**src/logic/soc_pkg.sv**
```systemverilog
package soc_pkg;

    // bus widths
    localparam int addr_width = 32;
    localparam int data_width = 32;
    localparam int strb_width = data_width / 8;

    // axi response codes
    typedef enum logic [1:0] {
        resp_okay   = 2'd0,
        resp_slverr = 2'd2,
        resp_decerr = 2'd3
    } resp_t;

    // address map
    localparam logic [addr_width-1:0] clint_base = 32'ha000_0000;
    localparam logic [addr_width-1:0] clint_span = 32'h0000_0100;
    localparam logic [addr_width-1:0] ram_base   = 32'h8000_0000;

    // clint register offsets within its 256-byte window
    localparam logic [7:0] mtime_lo_ofs    = 8'h48;
    localparam logic [7:0] mtime_hi_ofs    = 8'h4c;
    localparam logic [7:0] mtimecmp_lo_ofs = 8'h50;
    localparam logic [7:0] mtimecmp_hi_ofs = 8'h54;

endpackage

```
**src/logic/axi_lite_if.sv**
```systemverilog
`timescale 1ns/1ps

interface axi_lite_if;
    import soc_pkg::*;

    logic [addr_width-1:0] araddr;
    logic                  arvalid;
    logic                  arready;

    logic [data_width-1:0] rdata;
    resp_t                 rresp;
    logic                  rvalid;
    logic                  rready;

    logic [addr_width-1:0] awaddr;
    logic                  awvalid;
    logic                  awready;

    logic [data_width-1:0] wdata;
    logic [strb_width-1:0] wstrb;
    logic                  wvalid;
    logic                  wready;

    resp_t                 bresp;
    logic                  bvalid;
    logic                  bready;

    modport manager (
        output araddr, arvalid, input arready,
        input rdata, rresp, rvalid, output rready,
        output awaddr, awvalid, input awready,
        output wdata, wstrb, wvalid, input wready,
        input bresp, bvalid, output bready
    );

    modport subordinate (
        input araddr, arvalid, output arready,
        output rdata, rresp, rvalid, input rready,
        input awaddr, awvalid, output awready,
        input wdata, wstrb, wvalid, output wready,
        output bresp, bvalid, input bready
    );

endinterface

```
**src/logic/axi_addr_router.sv**
```systemverilog
`timescale 1ns/1ps

module axi_addr_router #(
    parameter int ram_depth = 64
) (
    input logic             clk,
    input logic             rst,
    axi_lite_if.subordinate mgr,
    axi_lite_if.manager     clint_port,
    axi_lite_if.manager     ram_port
);
    import soc_pkg::*;

    typedef enum logic [1:0] {tgt_none, tgt_clint, tgt_ram} tgt_t;
    typedef enum logic [1:0] {rd_idle, rd_fwd, rd_wait, rd_resp} rd_state_t;
    typedef enum logic [1:0] {wr_idle, wr_fwd, wr_wait, wr_resp} wr_state_t;

    localparam logic [addr_width-1:0] ram_bytes = addr_width'(ram_depth * strb_width);

    rd_state_t             rd_state;
    wr_state_t             wr_state;
    tgt_t                  rd_tgt;
    tgt_t                  wr_tgt;
    tgt_t                  wr_dec;
    logic [addr_width-1:0] araddr_q;
    logic [addr_width-1:0] awaddr_q;
    logic [data_width-1:0] rdata_q;
    logic [data_width-1:0] wdata_q;
    logic [strb_width-1:0] wstrb_q;
    resp_t                 rresp_q;
    resp_t                 bresp_q;
    logic                  aw_done;
    logic                  w_done;
    logic                  aw_sent;
    logic                  w_sent;
    logic                  ar_fire;
    logic                  aw_fire;
    logic                  w_fire;
    logic                  wr_both;
    logic                  sel_arready;
    logic                  sel_rvalid;
    logic [data_width-1:0] sel_rdata;
    resp_t                 sel_rresp;
    logic                  sel_awready;
    logic                  sel_wready;
    logic                  sel_bvalid;
    resp_t                 sel_bresp;

    function automatic tgt_t decode(input logic [addr_width-1:0] addr);
        if (addr >= clint_base && addr - clint_base < clint_span) begin
            return tgt_clint;
        end
        if (addr >= ram_base && addr - ram_base < ram_bytes) begin
            return tgt_ram;
        end
        return tgt_none;
    endfunction

    // manager side
    assign mgr.arready = rd_state == rd_idle;
    assign mgr.rvalid  = rd_state == rd_resp;
    assign mgr.rdata   = rdata_q;
    assign mgr.rresp   = rresp_q;
    assign mgr.awready = wr_state == wr_idle && !aw_done;
    assign mgr.wready  = wr_state == wr_idle && !w_done;
    assign mgr.bvalid  = wr_state == wr_resp;
    assign mgr.bresp   = bresp_q;

    assign ar_fire = mgr.arvalid && mgr.arready;
    assign aw_fire = mgr.awvalid && mgr.awready;
    assign w_fire  = mgr.wvalid && mgr.wready;
    assign wr_both = (aw_done || aw_fire) && (w_done || w_fire);
    // address may arrive in the same cycle the write completes
    assign wr_dec  = decode(aw_done ? awaddr_q : mgr.awaddr);

    // request payload goes to both subordinates, valids pick one
    assign clint_port.araddr  = araddr_q;
    assign ram_port.araddr    = araddr_q;
    assign clint_port.awaddr  = awaddr_q;
    assign ram_port.awaddr    = awaddr_q;
    assign clint_port.wdata   = wdata_q;
    assign ram_port.wdata     = wdata_q;
    assign clint_port.wstrb   = wstrb_q;
    assign ram_port.wstrb     = wstrb_q;

    assign clint_port.arvalid = rd_state == rd_fwd && rd_tgt == tgt_clint;
    assign ram_port.arvalid   = rd_state == rd_fwd && rd_tgt == tgt_ram;
    assign clint_port.rready  = rd_state == rd_wait && rd_tgt == tgt_clint;
    assign ram_port.rready    = rd_state == rd_wait && rd_tgt == tgt_ram;
    assign clint_port.awvalid = wr_state == wr_fwd && wr_tgt == tgt_clint && !aw_sent;
    assign ram_port.awvalid   = wr_state == wr_fwd && wr_tgt == tgt_ram && !aw_sent;
    assign clint_port.wvalid  = wr_state == wr_fwd && wr_tgt == tgt_clint && !w_sent;
    assign ram_port.wvalid    = wr_state == wr_fwd && wr_tgt == tgt_ram && !w_sent;
    assign clint_port.bready  = wr_state == wr_wait && wr_tgt == tgt_clint;
    assign ram_port.bready    = wr_state == wr_wait && wr_tgt == tgt_ram;

    // response mux
    assign sel_arready = rd_tgt == tgt_clint ? clint_port.arready : ram_port.arready;
    assign sel_rvalid  = rd_tgt == tgt_clint ? clint_port.rvalid : ram_port.rvalid;
    assign sel_rdata   = rd_tgt == tgt_clint ? clint_port.rdata : ram_port.rdata;
    assign sel_rresp   = rd_tgt == tgt_clint ? clint_port.rresp : ram_port.rresp;
    assign sel_awready = wr_tgt == tgt_clint ? clint_port.awready : ram_port.awready;
    assign sel_wready  = wr_tgt == tgt_clint ? clint_port.wready : ram_port.wready;
    assign sel_bvalid  = wr_tgt == tgt_clint ? clint_port.bvalid : ram_port.bvalid;
    assign sel_bresp   = wr_tgt == tgt_clint ? clint_port.bresp : ram_port.bresp;

    // read fsm
    always_ff @(posedge clk or posedge rst) begin
        if (rst) begin
            rd_state <= rd_idle;
            rd_tgt   <= tgt_none;
            rresp_q  <= resp_okay;
        end else begin
            case (rd_state)
                rd_idle: begin
                    if (ar_fire) begin
                        rd_tgt <= decode(mgr.araddr);
                        if (decode(mgr.araddr) == tgt_none) begin
                            rresp_q  <= resp_decerr;
                            rd_state <= rd_resp;
                        end else begin
                            rd_state <= rd_fwd;
                        end
                    end
                end
                rd_fwd: begin
                    if (sel_arready) rd_state <= rd_wait;
                end
                rd_wait: begin
                    if (sel_rvalid) begin
                        rresp_q  <= sel_rresp;
                        rd_state <= rd_resp;
                    end
                end
                rd_resp: begin
                    if (mgr.rready) rd_state <= rd_idle;
                end
                default: rd_state <= rd_idle;
            endcase
        end
    end

    // write fsm, aw and w halves collected in any order
    always_ff @(posedge clk or posedge rst) begin
        if (rst) begin
            wr_state <= wr_idle;
            wr_tgt   <= tgt_none;
            bresp_q  <= resp_okay;
            aw_done  <= 1'b0;
            w_done   <= 1'b0;
            aw_sent  <= 1'b0;
            w_sent   <= 1'b0;
        end else begin
            case (wr_state)
                wr_idle: begin
                    if (wr_both) begin
                        aw_done  <= 1'b0;
                        w_done   <= 1'b0;
                        aw_sent  <= 1'b0;
                        w_sent   <= 1'b0;
                        wr_tgt   <= wr_dec;
                        bresp_q  <= resp_decerr;
                        wr_state <= wr_dec == tgt_none ? wr_resp : wr_fwd;
                    end else begin
                        aw_done <= aw_done | aw_fire;
                        w_done  <= w_done | w_fire;
                    end
                end
                wr_fwd: begin
                    aw_sent <= aw_sent | sel_awready;
                    w_sent  <= w_sent | sel_wready;
                    if ((aw_sent || sel_awready) && (w_sent || sel_wready)) begin
                        wr_state <= wr_wait;
                    end
                end
                wr_wait: begin
                    if (sel_bvalid) begin
                        bresp_q  <= sel_bresp;
                        wr_state <= wr_resp;
                    end
                end
                wr_resp: begin
                    if (mgr.bready) wr_state <= wr_idle;
                end
                default: wr_state <= wr_idle;
            endcase
        end
    end

    // payload registers
    always_ff @(posedge clk) begin
        if (ar_fire) araddr_q <= mgr.araddr;
        if (aw_fire) awaddr_q <= mgr.awaddr;
        if (w_fire) begin
            wdata_q <= mgr.wdata;
            wstrb_q <= mgr.wstrb;
        end
        // decode errors read as zero
        if (ar_fire) rdata_q <= '0;
        else if (rd_state == rd_wait && sel_rvalid) rdata_q <= sel_rdata;
    end

    a_one_sub_rvalid: assert property (@(posedge clk) disable iff (rst)
        rd_state != rd_idle |-> !(clint_port.rvalid && ram_port.rvalid));

    // decode error after 1 cycle, forwarded read after 3
    a_rvalid_after_ar: assert property (@(posedge clk) disable iff (rst)
        $rose(mgr.rvalid) |-> $past(ar_fire) || $past(ar_fire, 3));

endmodule

```
**src/logic/clint.sv**
```systemverilog
`timescale 1ns/1ps

module clint (
    input  logic            clk,
    input  logic            rst,
    axi_lite_if.subordinate bus,
    output logic            mtip
);
    import soc_pkg::*;

    logic [63:0]           mtime;
    logic [63:0]           mtimecmp;
    logic [7:0]            awofs_q;
    logic [data_width-1:0] wdata_q;
    logic [strb_width-1:0] wstrb_q;
    logic                  ar_fire;
    logic                  r_fire;
    logic                  aw_fire;
    logic                  w_fire;
    logic                  b_fire;
    logic                  wr_go;
    logic [7:0]            wr_ofs;
    logic [data_width-1:0] wr_data;
    logic [strb_width-1:0] wr_strb;

    assign ar_fire = bus.arvalid && bus.arready;
    assign r_fire  = bus.rvalid && bus.rready;
    assign aw_fire = bus.awvalid && bus.awready;
    assign w_fire  = bus.wvalid && bus.wready;
    assign b_fire  = bus.bvalid && bus.bready;

    // both halves seen, now or earlier
    assign wr_go   = (aw_fire || !bus.awready) && (w_fire || !bus.wready) && !bus.bvalid;
    assign wr_ofs  = aw_fire ? bus.awaddr[7:0] : awofs_q;
    assign wr_data = w_fire ? bus.wdata : wdata_q;
    assign wr_strb = w_fire ? bus.wstrb : wstrb_q;

    assign bus.rresp = resp_okay;

    // free-running timer and registered interrupt
    always_ff @(posedge clk or posedge rst) begin
        if (rst) begin
            mtime <= '0;
            mtip  <= 1'b0;
        end else begin
            mtime <= mtime + 64'd1;
            mtip  <= mtime >= mtimecmp;
        end
    end

    // compare register, per byte
    always_ff @(posedge clk or posedge rst) begin
        if (rst) begin
            mtimecmp <= '1;
        end else if (wr_go) begin
            for (int i = 0; i < strb_width; i++) begin
                if (wr_strb[i] && wr_ofs == mtimecmp_lo_ofs) begin
                    mtimecmp[8*i +: 8] <= wr_data[8*i +: 8];
                end
                if (wr_strb[i] && wr_ofs == mtimecmp_hi_ofs) begin
                    mtimecmp[32 + 8*i +: 8] <= wr_data[8*i +: 8];
                end
            end
        end
    end

    // channel handshakes
    always_ff @(posedge clk or posedge rst) begin
        if (rst) begin
            bus.arready <= 1'b1;
            bus.rvalid  <= 1'b0;
            bus.awready <= 1'b1;
            bus.wready  <= 1'b1;
            bus.bvalid  <= 1'b0;
            bus.bresp   <= resp_okay;
        end else begin
            if (ar_fire) bus.arready <= 1'b0;
            else if (r_fire) bus.arready <= 1'b1;
            if (r_fire) bus.rvalid <= 1'b0;
            else if (ar_fire) bus.rvalid <= 1'b1;
            if (aw_fire) bus.awready <= 1'b0;
            else if (b_fire) bus.awready <= 1'b1;
            if (w_fire) bus.wready <= 1'b0;
            else if (b_fire) bus.wready <= 1'b1;
            if (b_fire) begin
                bus.bvalid <= 1'b0;
            end else if (wr_go) begin
                bus.bvalid <= 1'b1;
                // mtime is read-only
                if (wr_ofs == mtime_lo_ofs || wr_ofs == mtime_hi_ofs) bus.bresp <= resp_slverr;
                else bus.bresp <= resp_okay;
            end
        end
    end

    always_ff @(posedge clk) begin
        if (aw_fire) awofs_q <= bus.awaddr[7:0];
        if (w_fire) begin
            wdata_q <= bus.wdata;
            wstrb_q <= bus.wstrb;
        end
        if (ar_fire) begin
            case (bus.araddr[7:0])
                mtime_lo_ofs:    bus.rdata <= mtime[31:0];
                mtime_hi_ofs:    bus.rdata <= mtime[63:32];
                mtimecmp_lo_ofs: bus.rdata <= mtimecmp[31:0];
                mtimecmp_hi_ofs: bus.rdata <= mtimecmp[63:32];
                default:         bus.rdata <= '0;
            endcase
        end
    end

    a_quiet_after_reset: assert property (@(posedge clk)
        $fell(rst) |-> !bus.rvalid && !bus.bvalid && !mtip);

endmodule

```
**src/logic/periph_top.sv**
```systemverilog
`timescale 1ns/1ps

module periph_top #(
    parameter int ram_depth = 64
) (
    input  logic                            clk,
    input  logic                            rst,

    input  logic [soc_pkg::addr_width-1:0]  s_araddr,
    input  logic                            s_arvalid,
    output logic                            s_arready,

    output logic [soc_pkg::data_width-1:0]  s_rdata,
    output soc_pkg::resp_t                  s_rresp,
    output logic                            s_rvalid,
    input  logic                            s_rready,

    input  logic [soc_pkg::addr_width-1:0]  s_awaddr,
    input  logic                            s_awvalid,
    output logic                            s_awready,

    input  logic [soc_pkg::data_width-1:0]  s_wdata,
    input  logic [soc_pkg::strb_width-1:0]  s_wstrb,
    input  logic                            s_wvalid,
    output logic                            s_wready,

    output soc_pkg::resp_t                  s_bresp,
    output logic                            s_bvalid,
    input  logic                            s_bready,

    output logic                            mtip
);

    axi_lite_if mgr_bus ();
    axi_lite_if clint_bus ();
    axi_lite_if ram_bus ();

    // external port onto the router's upstream bus
    assign mgr_bus.araddr  = s_araddr;
    assign mgr_bus.arvalid = s_arvalid;
    assign s_arready       = mgr_bus.arready;
    assign s_rdata         = mgr_bus.rdata;
    assign s_rresp         = mgr_bus.rresp;
    assign s_rvalid        = mgr_bus.rvalid;
    assign mgr_bus.rready  = s_rready;
    assign mgr_bus.awaddr  = s_awaddr;
    assign mgr_bus.awvalid = s_awvalid;
    assign s_awready       = mgr_bus.awready;
    assign mgr_bus.wdata   = s_wdata;
    assign mgr_bus.wstrb   = s_wstrb;
    assign mgr_bus.wvalid  = s_wvalid;
    assign s_wready        = mgr_bus.wready;
    assign s_bresp         = mgr_bus.bresp;
    assign s_bvalid        = mgr_bus.bvalid;
    assign mgr_bus.bready  = s_bready;

    axi_addr_router #(
        .ram_depth (ram_depth)
    ) i_axi_addr_router (
        .clk        (clk),
        .rst        (rst),
        .mgr        (mgr_bus),
        .clint_port (clint_bus),
        .ram_port   (ram_bus)
    );

    clint i_clint (
        .clk  (clk),
        .rst  (rst),
        .bus  (clint_bus),
        .mtip (mtip)
    );

    scratch_ram #(
        .ram_depth (ram_depth)
    ) i_scratch_ram (
        .clk (clk),
        .rst (rst),
        .bus (ram_bus)
    );

endmodule

```
**src/logic/scratch_ram.sv**
```systemverilog
`timescale 1ns/1ps

module scratch_ram #(
    parameter int ram_depth = 64
) (
    input logic             clk,
    input logic             rst,
    axi_lite_if.subordinate bus
);
    import soc_pkg::*;

    localparam int idx_width = ram_depth > 1 ? $clog2(ram_depth) : 1;

    logic [data_width-1:0] mem [ram_depth];
    logic [idx_width-1:0]  awidx_q;
    logic [data_width-1:0] wdata_q;
    logic [strb_width-1:0] wstrb_q;
    logic                  ar_fire;
    logic                  r_fire;
    logic                  aw_fire;
    logic                  w_fire;
    logic                  b_fire;
    logic                  wr_go;
    logic [idx_width-1:0]  wr_idx;
    logic [data_width-1:0] wr_data;
    logic [strb_width-1:0] wr_strb;

    // word index, wraps at ram_depth
    function automatic logic [idx_width-1:0] word_index(input logic [addr_width-1:0] addr);
        return idx_width'((addr >> $clog2(strb_width)) % ram_depth);
    endfunction

    assign ar_fire = bus.arvalid && bus.arready;
    assign r_fire  = bus.rvalid && bus.rready;
    assign aw_fire = bus.awvalid && bus.awready;
    assign w_fire  = bus.wvalid && bus.wready;
    assign b_fire  = bus.bvalid && bus.bready;

    assign wr_go   = (aw_fire || !bus.awready) && (w_fire || !bus.wready) && !bus.bvalid;
    assign wr_idx  = aw_fire ? word_index(bus.awaddr) : awidx_q;
    assign wr_data = w_fire ? bus.wdata : wdata_q;
    assign wr_strb = w_fire ? bus.wstrb : wstrb_q;

    assign bus.rresp = resp_okay;
    assign bus.bresp = resp_okay;

    always_ff @(posedge clk or posedge rst) begin
        if (rst) begin
            bus.arready <= 1'b1;
            bus.rvalid  <= 1'b0;
            bus.awready <= 1'b1;
            bus.wready  <= 1'b1;
            bus.bvalid  <= 1'b0;
        end else begin
            if (ar_fire) bus.arready <= 1'b0;
            else if (r_fire) bus.arready <= 1'b1;
            if (r_fire) bus.rvalid <= 1'b0;
            else if (ar_fire) bus.rvalid <= 1'b1;
            if (aw_fire) bus.awready <= 1'b0;
            else if (b_fire) bus.awready <= 1'b1;
            if (w_fire) bus.wready <= 1'b0;
            else if (b_fire) bus.wready <= 1'b1;
            if (b_fire) bus.bvalid <= 1'b0;
            else if (wr_go) bus.bvalid <= 1'b1;
        end
    end

    // storage and payload
    always_ff @(posedge clk) begin
        if (aw_fire) awidx_q <= word_index(bus.awaddr);
        if (w_fire) begin
            wdata_q <= bus.wdata;
            wstrb_q <= bus.wstrb;
        end
        if (wr_go) begin
            for (int i = 0; i < strb_width; i++) begin
                if (wr_strb[i]) mem[wr_idx][8*i +: 8] <= wr_data[8*i +: 8];
            end
        end
        if (ar_fire) bus.rdata <= mem[word_index(bus.araddr)];
    end

    // a pending response means both write halves were taken
    a_bvalid_after_write: assert property (@(posedge clk) disable iff (rst)
        bus.bvalid |-> !bus.awready && !bus.wready);

endmodule

```
**config.mk**
```make
export PLATFORM = sky130hd
export DESIGN_NAME = periph_top
export DESIGN_NICKNAME = d
export VERILOG_FILES = /design/src/logic/soc_pkg.sv /design/src/logic/axi_lite_if.sv /design/src/logic/axi_addr_router.sv /design/src/logic/clint.sv /design/src/logic/periph_top.sv /design/src/logic/scratch_ram.sv
export SDC_FILE = /design/constraint.sdc
export NUM_CORES = 2
export LEC_CHECK = 0
export BUFFER_PORTS_ARGS = -buffer_cell sky130_fd_sc_hd__buf_2
export CORE_ASPECT_RATIO = 0.5
export CORE_MARGIN = 2
export CORE_UTILIZATION = 30
export DETAILED_ROUTE_END_ITERATION = 10
export HOLD_SLACK_MARGIN = 0.1
export PLACE_DENSITY_LB_ADDON = 0.08
export RECOVER_POWER = 25
export SYNTH_ARGS = -nofsm -noshare
export SYNTH_HDL_FRONTEND = slang
export SYNTH_SLANG_ARGS = --single-unit
```
**constraint.sdc**
```tcl
create_clock -name clk -period 4.4 [get_ports clk]
set_input_delay 0.66 -clock clk [delete_from_list [all_inputs] [get_ports clk]]
set_output_delay 0.66 -clock clk [all_outputs]
set_load 0.01 [all_outputs]
```
# Yosys cells after proc, flatten, opt, wreduce, memory -nomap -nowiden
# Memory sizes are Yosys's and may differ from the RTL's. A register that Yosys moved wholly into a read port is not among the register bits.
# Cells that the tools add are included.
[op_classes]
n_mux = 90
n_eq_ne = 27
addsub = 5
bitwise = 5
n_lt_le_gt_ge = 9
n_reduce_logical = 96
[ops]
columns = ["cell", "count"]
rows = [
  ["32-bit >= comparator, second input constant", 4],
  ["32-bit by 9-bit < comparator with 1-bit output, second input constant", 4],
  ["32-bit 2-to-1 mux", 4],
  ["32-bit one-hot mux with 4 select lines", 1],
  ["32-bit subtractor, second input constant", 4],
  ["64-bit by 1-bit adder with 64-bit output, second input constant", 1],
  ["8-bit by 7-bit == test with 1-bit output, second input constant", 8],
  ["64-bit >= comparator", 1],
  ["2-bit 2-to-1 mux", 27],
  ["1-bit 2-to-1 mux", 48],
  ["1-bit logical AND", 46],
  ["2-bit AND reduction", 12],
  ["2-bit nonzero test", 11],
  ["2-bit one-hot mux with 4 select lines", 2],
  ["2-bit == test, second input constant", 6],
  ["2-bit by 1-bit != test with 1-bit output, second input constant", 6],
  ["4-bit AND reduction", 3],
  ["1-bit zero test", 10],
  ["1-bit logical OR", 9],
  ["2-bit by 1-bit == test with 1-bit output, second input constant", 4],
  ["2-bit zero test", 4],
  ["4-bit 2-to-1 mux", 2],
  ["8-bit 2-to-1 mux", 1],
  ["2-bit one-hot mux with 2 select lines", 2],
  ["6 further kinds", 12],
]
[totals]
regBits = 383
wordCells = 276
mem_bits_rw = 2048
memories = 1
in_bits = 107
out_inout_bits = 42
[memory_table]
columns = ["memory", "words", "width", "rd", "rd_clocked_by_memory_dff", "wr", "line_no", "rtl"]
rows = [
  ["i_scratch_ram.mem", 64, 32, 1, 1, 1, "scratch_ram.sv:14", "logic [data_width-1:0] mem [ram_depth];"],
]

# Longest topological paths before layout
[depth]
word_depth = 17
depth_mapped = 11
mapped_depth_nobuf = 9

# Hierarchy
# A second synthesis with hierarchy kept.
[unflattened]
hier_cells = 5183
area_unflattened_um2 = 98623.3
[by_module_without_submodules]
columns = ["module", "seq_area_each_um2", "instances", "cells_each", "area_per_inst_um2"]
rows = [
  ["scratch_ram", 63429.6, 1, 3786, 81495.7],
  ["clint", 5303.8, 1, 892, 10448.8],
  ["axi_addr_router", 4043.9, 1, 505, 6678.9],
]

# Worst setup path after synthesis
# No wires, ideal clock.
[synth_path]
path_kind = "register to register"
start = "register i_axi_addr_router.wr_state[1]"
end = "memory i_scratch_ram.mem[48][24], enable pin"
arrival_time_ns = 2.497
path_slack_ns = 1.533
required_time_ns = 4.030
stages_incl_launch_ff = 10
n_path_buf = 2
synth_period_minus_slack_ns = 2.867
setup_ns = 0.370
path_cell_list = "dfrtp_1 inv_1 ha_1 nor2b_1 nand3_1 buf_2 buf_1 o21ai_0 nand3_1 nor2_1"
[synth_via]
elab_chain_len = 9
word_cells_on_any_way = 15
classes_between = "1 x eq/ne; 5 x mux; 9 x reduce/logical"
[synth_lines]
columns = ["item", "line_no", "rtl"]
rows = [
  ["start, declared", "axi_addr_router.sv:21", "wr_state_t wr_state;"],
  ["start signal, assigned", "axi_addr_router.sv:146", "wr_state <= wr_idle;"],
  ["start signal, assigned", "axi_addr_router.sv:163", "wr_state <= wr_dec == tgt_none ? wr_resp : wr_fwd;"],
  ["start signal, assigned", "axi_addr_router.sv:173", "wr_state <= wr_wait;"],
  ["2-bit by 1-bit == test with 1-bit output (*)", "axi_addr_router.sv:91, axi_addr_router.sv:93", ""],
  ["1-bit logical AND (*)", "axi_addr_router.sv:91, axi_addr_router.sv:93", ""],
  ["1-bit logical AND (on tied branches)", "axi_addr_router.sv:91, axi_addr_router.sv:93", ""],
  ["1-bit logical AND (on tied branches)", "scratch_ram.sv:35, scratch_ram.sv:36", ""],
  ["1-bit logical OR", "scratch_ram.sv:39", "assign wr_go = (aw_fire || !bus.awready) && (w_fire || !bus.wready) && !bus.bvalid;"],
  ["1-bit logical AND (2 in series)", "scratch_ram.sv:39", ""],
  ["1-bit 2-to-1 mux", "scratch_ram.sv:75", "if (wr_go) begin"],
  ["1-bit 2-to-1 mux (not written as such)", "scratch_ram.sv:77", "if (wr_strb[i]) mem[wr_idx][8*i +: 8] <= wr_data[8*i +: 8];"],
  ["end, declared", "scratch_ram.sv:14", ""],
]
# Every way passes the cells marked *; elsewhere a longest branch is shown, timed or not.

# Worst setup path after layout
[layout_path]
start = "register i_axi_addr_router.wr_state[1]"
end = "memory i_scratch_ram.mem[5][3] (data pin)"
[layout_via]
elab_chain_len = 5
[layout_lines]
columns = ["item", "line_no", "rtl"]
rows = [
  ["2-bit by 1-bit == test with 1-bit output", "axi_addr_router.sv:93", "assign ram_port.wvalid = wr_state == wr_fwd && wr_tgt == tgt_ram && !w_sent;"],
  ["1-bit logical AND (2 in series)", "axi_addr_router.sv:93", ""],
  ["1-bit logical AND", "scratch_ram.sv:36", "assign w_fire = bus.wvalid && bus.wready;"],
  ["32-bit 2-to-1 mux", "n/a", ""],
  ["net i_scratch_ram.wr_data[3]", "scratch_ram.sv:25", "logic [data_width-1:0] wr_data;"],
]
# The timed path passes the listed nets, and every way through them passes these cells.

==> flow_summary.ini <==
[status]
run_status = finished, violations left
violations = capacitance limit, slew limit

[grt]
first_global_vias = 51070
grt_max_degree = 105
grt_pass1_wl_um = 407200
antenna_found_initial = 23
gr-total-overflow = 0
track_usage = 0.1757

[detailed_routing]
via_per_inst = 4.930
dr.pass1.iters = 8
wirelength_um = 291200
ant_nets = 0
drc_errors = 0
wl_per_cell_um = 29.56
vias = 48570
drtIter0Drc = 4457

[critical_path]
worst_r2r_path_depth = 8
r2r-end = i_scratch_ram.mem[5][3]$_DFFE_PP_
crit_type = flip-flop to flip-flop
path_max_fanout = 65
cp.required_ns = 4.79
ff2ff_setup_slack_ns = 0.40
cpPeakStageDelay_ns = 1.24
start_kind = flip-flop
setup.worst_path.end = i_scratch_ram.mem[5][3]$_DFFE_PP_
startpoint = i_axi_addr_router.wr_state[1]$_DFFE_PP0P_
r2r-start = i_axi_addr_router.wr_state[1]$_DFFE_PP0P_
end_kind = flip-flop
crit_path_top_delay_cell = clkbuf_2
crit_chain = inv_1 -> ha_1 -> nand3b_1 -> nor2_1 -> nand2_1 -> buf_4 -> mux2_2 -> clkbuf_2
crit_arrival_ns = 4.38

[run]
max_cap_violations = 16

[place]
place.gp.congestion = 0.7808
port_buffers = 148
hpwl_um = 193700
place_ws_ns = 0.3959

[timing]
rsz0062_at_grt = no
finalClockSkew_ns = 0.04094
fin_crit_sh = 0.9087
hold_violations = 0
fin_crit_ns = 3.998
fin_tns_setup_ns = 0
fin_hold_ws_ns = 0.3291
fmax_mhz = 250.1
tightest_slew_ns = 2.434
setup_violations = 0
relSlewSlack = -0.6224
final.setup.worst_slack_ns = 0.4015
maxSlewViolCount = 662

[die]
start_util = 0.3017
die_w_um = 807.9
chipHeight_um = 406.0
io_pins = 149
fp-row-count = 147
dieArea_um2 = 328000
coreArea_um2 = 321300

[finish]
n_fill_cell = 29940
drive_gt1_frac = 0.2639
nets = 5514
postLayoutCoreUtil = 0.3521
syn2layout_area_growth_pct = 16.70

[logic_synthesis]
yosysSeqAreaShare = 0.7430
ys.flop_type = edfxtp_1
ys_ff_latch = 2461
syn_inst = 4872
netlist-cell-type-count = 63
ys_warn_count = 0
synth_area_per_cell_um2 = 19.90
synth_edf_count = 2188
async_reset_ff_frac = 0.06298
synth_nets = 5055
syn-cell-area_um2 = 96950

[clock_tree]
holdBufCountCts = 87
numCtsBuffers = 241
cts_root_buffer = clkbuf_16
cts.sinks = 2461
postCtsSetupBuffers = 0
cts_tree = done
h-tree-depth = 4
cts_resized = 0
clk_pin_slew_ns = 0.06
clock_path_buffers = 4
clkLatencyLatePin_ns = 0.90

[power]
p_total_mw = 49.32
powerDensity_nw_per_um2 = 435.9
ir_worst_vdd_mv = 0.3111
p_leak_nw = 31.10

[worst_hold_path]
hp-class = primary input to flip-flop
==> registers in the layout, summed over array words and instances (netlist names), 4 cells and up <==
register,flops
i_clint.awofs_q,8
i_scratch_ram.mem,2048
i_scratch_ram.awidx_q,6
i_axi_addr_router.clint_port.wdata,32
i_axi_addr_router.clint_port.awaddr,32
i_clint.wstrb_q,4
i_clint.mtimecmp,64
i_clint.wdata_q,32
i_scratch_ram.bus.rdata,32
i_scratch_ram.wdata_q,32
i_axi_addr_router.clint_port.wstrb,4
i_axi_addr_router.mgr.rdata,32
i_clint.bus.rdata,32
i_axi_addr_router.clint_port.araddr,8
i_clint.mtime,64
i_scratch_ram.wstrb_q,4
==> placed cells by master (no fill, tap or decap), types with 21 or more instances in the layout <==
master | Yosys | final
buf_2 | 76 | 69
a22oi_1 | 119 | 119
ha_1 | 76 | 76
a21oi_1 | 52 | 52
nand3_1 | 44 | 44
mux2i_1 | 142 | 142
dfstp_2 | 70 | 69
and3_1 | 21 | 21
buf_12 | 0 | 42
clkbuf_16 | 0 | 243
a211oi_1 | 43 | 43
bufinv_16 | 0 | 38
xnor2_1 | 50 | 50
nor2_1 | 330 | 328
clkinv_2 | 0 | 37
clkbuf_1 | 114 | 131
o21ai_0 | 30 | 29
dfrtp_1 | 85 | 85
clkinv_1 | 0 | 49
inv_1 | 98 | 97
dfxtp_1 | 118 | 118
mux4_2 | 588 | 588
edfxtp_1 | 2188 | 2188
dlygate4sd3_1 | 0 | 87
or2_2 | 32 | 32
mux2_2 | 142 | 84
nand2_1 | 144 | 138
nand4_1 | 28 | 28
buf_4 | 28 | 187
mux2_1 | 2 | 60
==> routing by layer <==
layer | vias to the layer above | part of all wire | GRT usage
met1 | 26260 | 0.45 | 0.2463
met3 | 328 | 0.072 | 0.04714
met4 | 2 | 0.021 | 0.03733
met2 | 1303 | 0.45 | 0.2756
met5 | - | 0.000069 | 0
li1 | 20670 | - | -
==> kinds of logic after synthesis <==
kind of cell / count (synthesis) / share of synthesized area
adder cells (fa/ha/maj): 76 / 0.009809
AO/OA/AOI/OAI: 330 / 0.02350
buffers and inverters: 362 / 0.01664
XOR/XNOR: 62 / 0.005601
AND/OR/NAND/NOR: 707 / 0.03347
multiplexers: 874 / 0.1680
flip-flops: 2461 / 0.7430
==> metrics by stage <==
step	cells	instance area [um^2]
6_report	9851	113100
5_1_grt	9849	113100
4_1_cts	9849	113400
3_5_place_dp	9322	104400
3_3_place_gp	9321	104400
2_1_floorplan	4872	96950
==> power breakdown <==
part / internal (mW) / switching (mW) / total, mW
Sequential: 25.1 / 0.0444 / 25.2
Clock: 12.4 / 9.16 / 21.6
Combinational: 0.979 / 1.59 / 2.57
Total: 38.5 / 10.8 / 49.3
==> final cells by class <==
type                    count  area [um^2]  share of cell area
inverters                  99        372.9            0.003296
clock buffers             293         6329             0.05594
diodes                      2        5.005          0.00004424
repair buffers            479         3829             0.03384
clock inverters           147         1724             0.01524
well taps                4321         5406             0.04779
multi-input cells        2049        23440              0.2071
flip-flops and latches   2461        72030              0.6367
==> cell usage after synthesis (all sizes together) (70+ instances only) <==
cell | instances | area share
a22oi | 119 | 0.0092
edfxtp | 2188 | 0.68
dfrtp | 85 | 0.022
ha | 76 | 0.0098
dfxtp | 118 | 0.024
mux2i | 142 | 0.015
buf | 148 | 0.0083
mux2 | 144 | 0.017
dfstp | 70 | 0.019
inv | 99 | 0.0038
nand2 | 148 | 0.0058
clkbuf | 115 | 0.0045
nor2 | 331 | 0.013
mux4 | 588 | 0.14
==> critical path: cells and delay by family, from the launching register on <==
kind          cells  cell delay [ns]
mux               1             0.26
simple gates      3             0.58
buf+inv           3             1.73
fa+ha+maj         1             0.28
flops             1             0.42
==> how the worst min path moves through the flow <==
| stage | startpoint | end | slack (ns) | depth (start not counted) |
|---|---|---|---|---|
| after global placement | i_clint.awofs_q[6]$_DFF_P_ | i_clint.awofs_q[6]$_DFF_P_ | 0.46 | 1 |
| final | s_bready | i_axi_addr_router.wr_state[0]$_DFFE_PP0P_ | 0.33 | 4 |
| after detailed placement | i_clint.awofs_q[6]$_DFF_P_ | i_clint.awofs_q[6]$_DFF_P_ | 0.46 | 1 |
| after global routing | s_bready | i_axi_addr_router.wr_state[0]$_DFFE_PP0P_ | 0.32 | 4 |
| after floorplan | i_scratch_ram.wstrb_q[0]$_DFF_P_ | i_scratch_ram.wstrb_q[0]$_DFF_P_ | 0.44 | 2 |
| after CTS | s_bready | i_axi_addr_router.wr_state[0]$_DFFE_PP0P_ | 0.26 | 4 |
No activity file was read; power rests on OpenSTA's default activity.
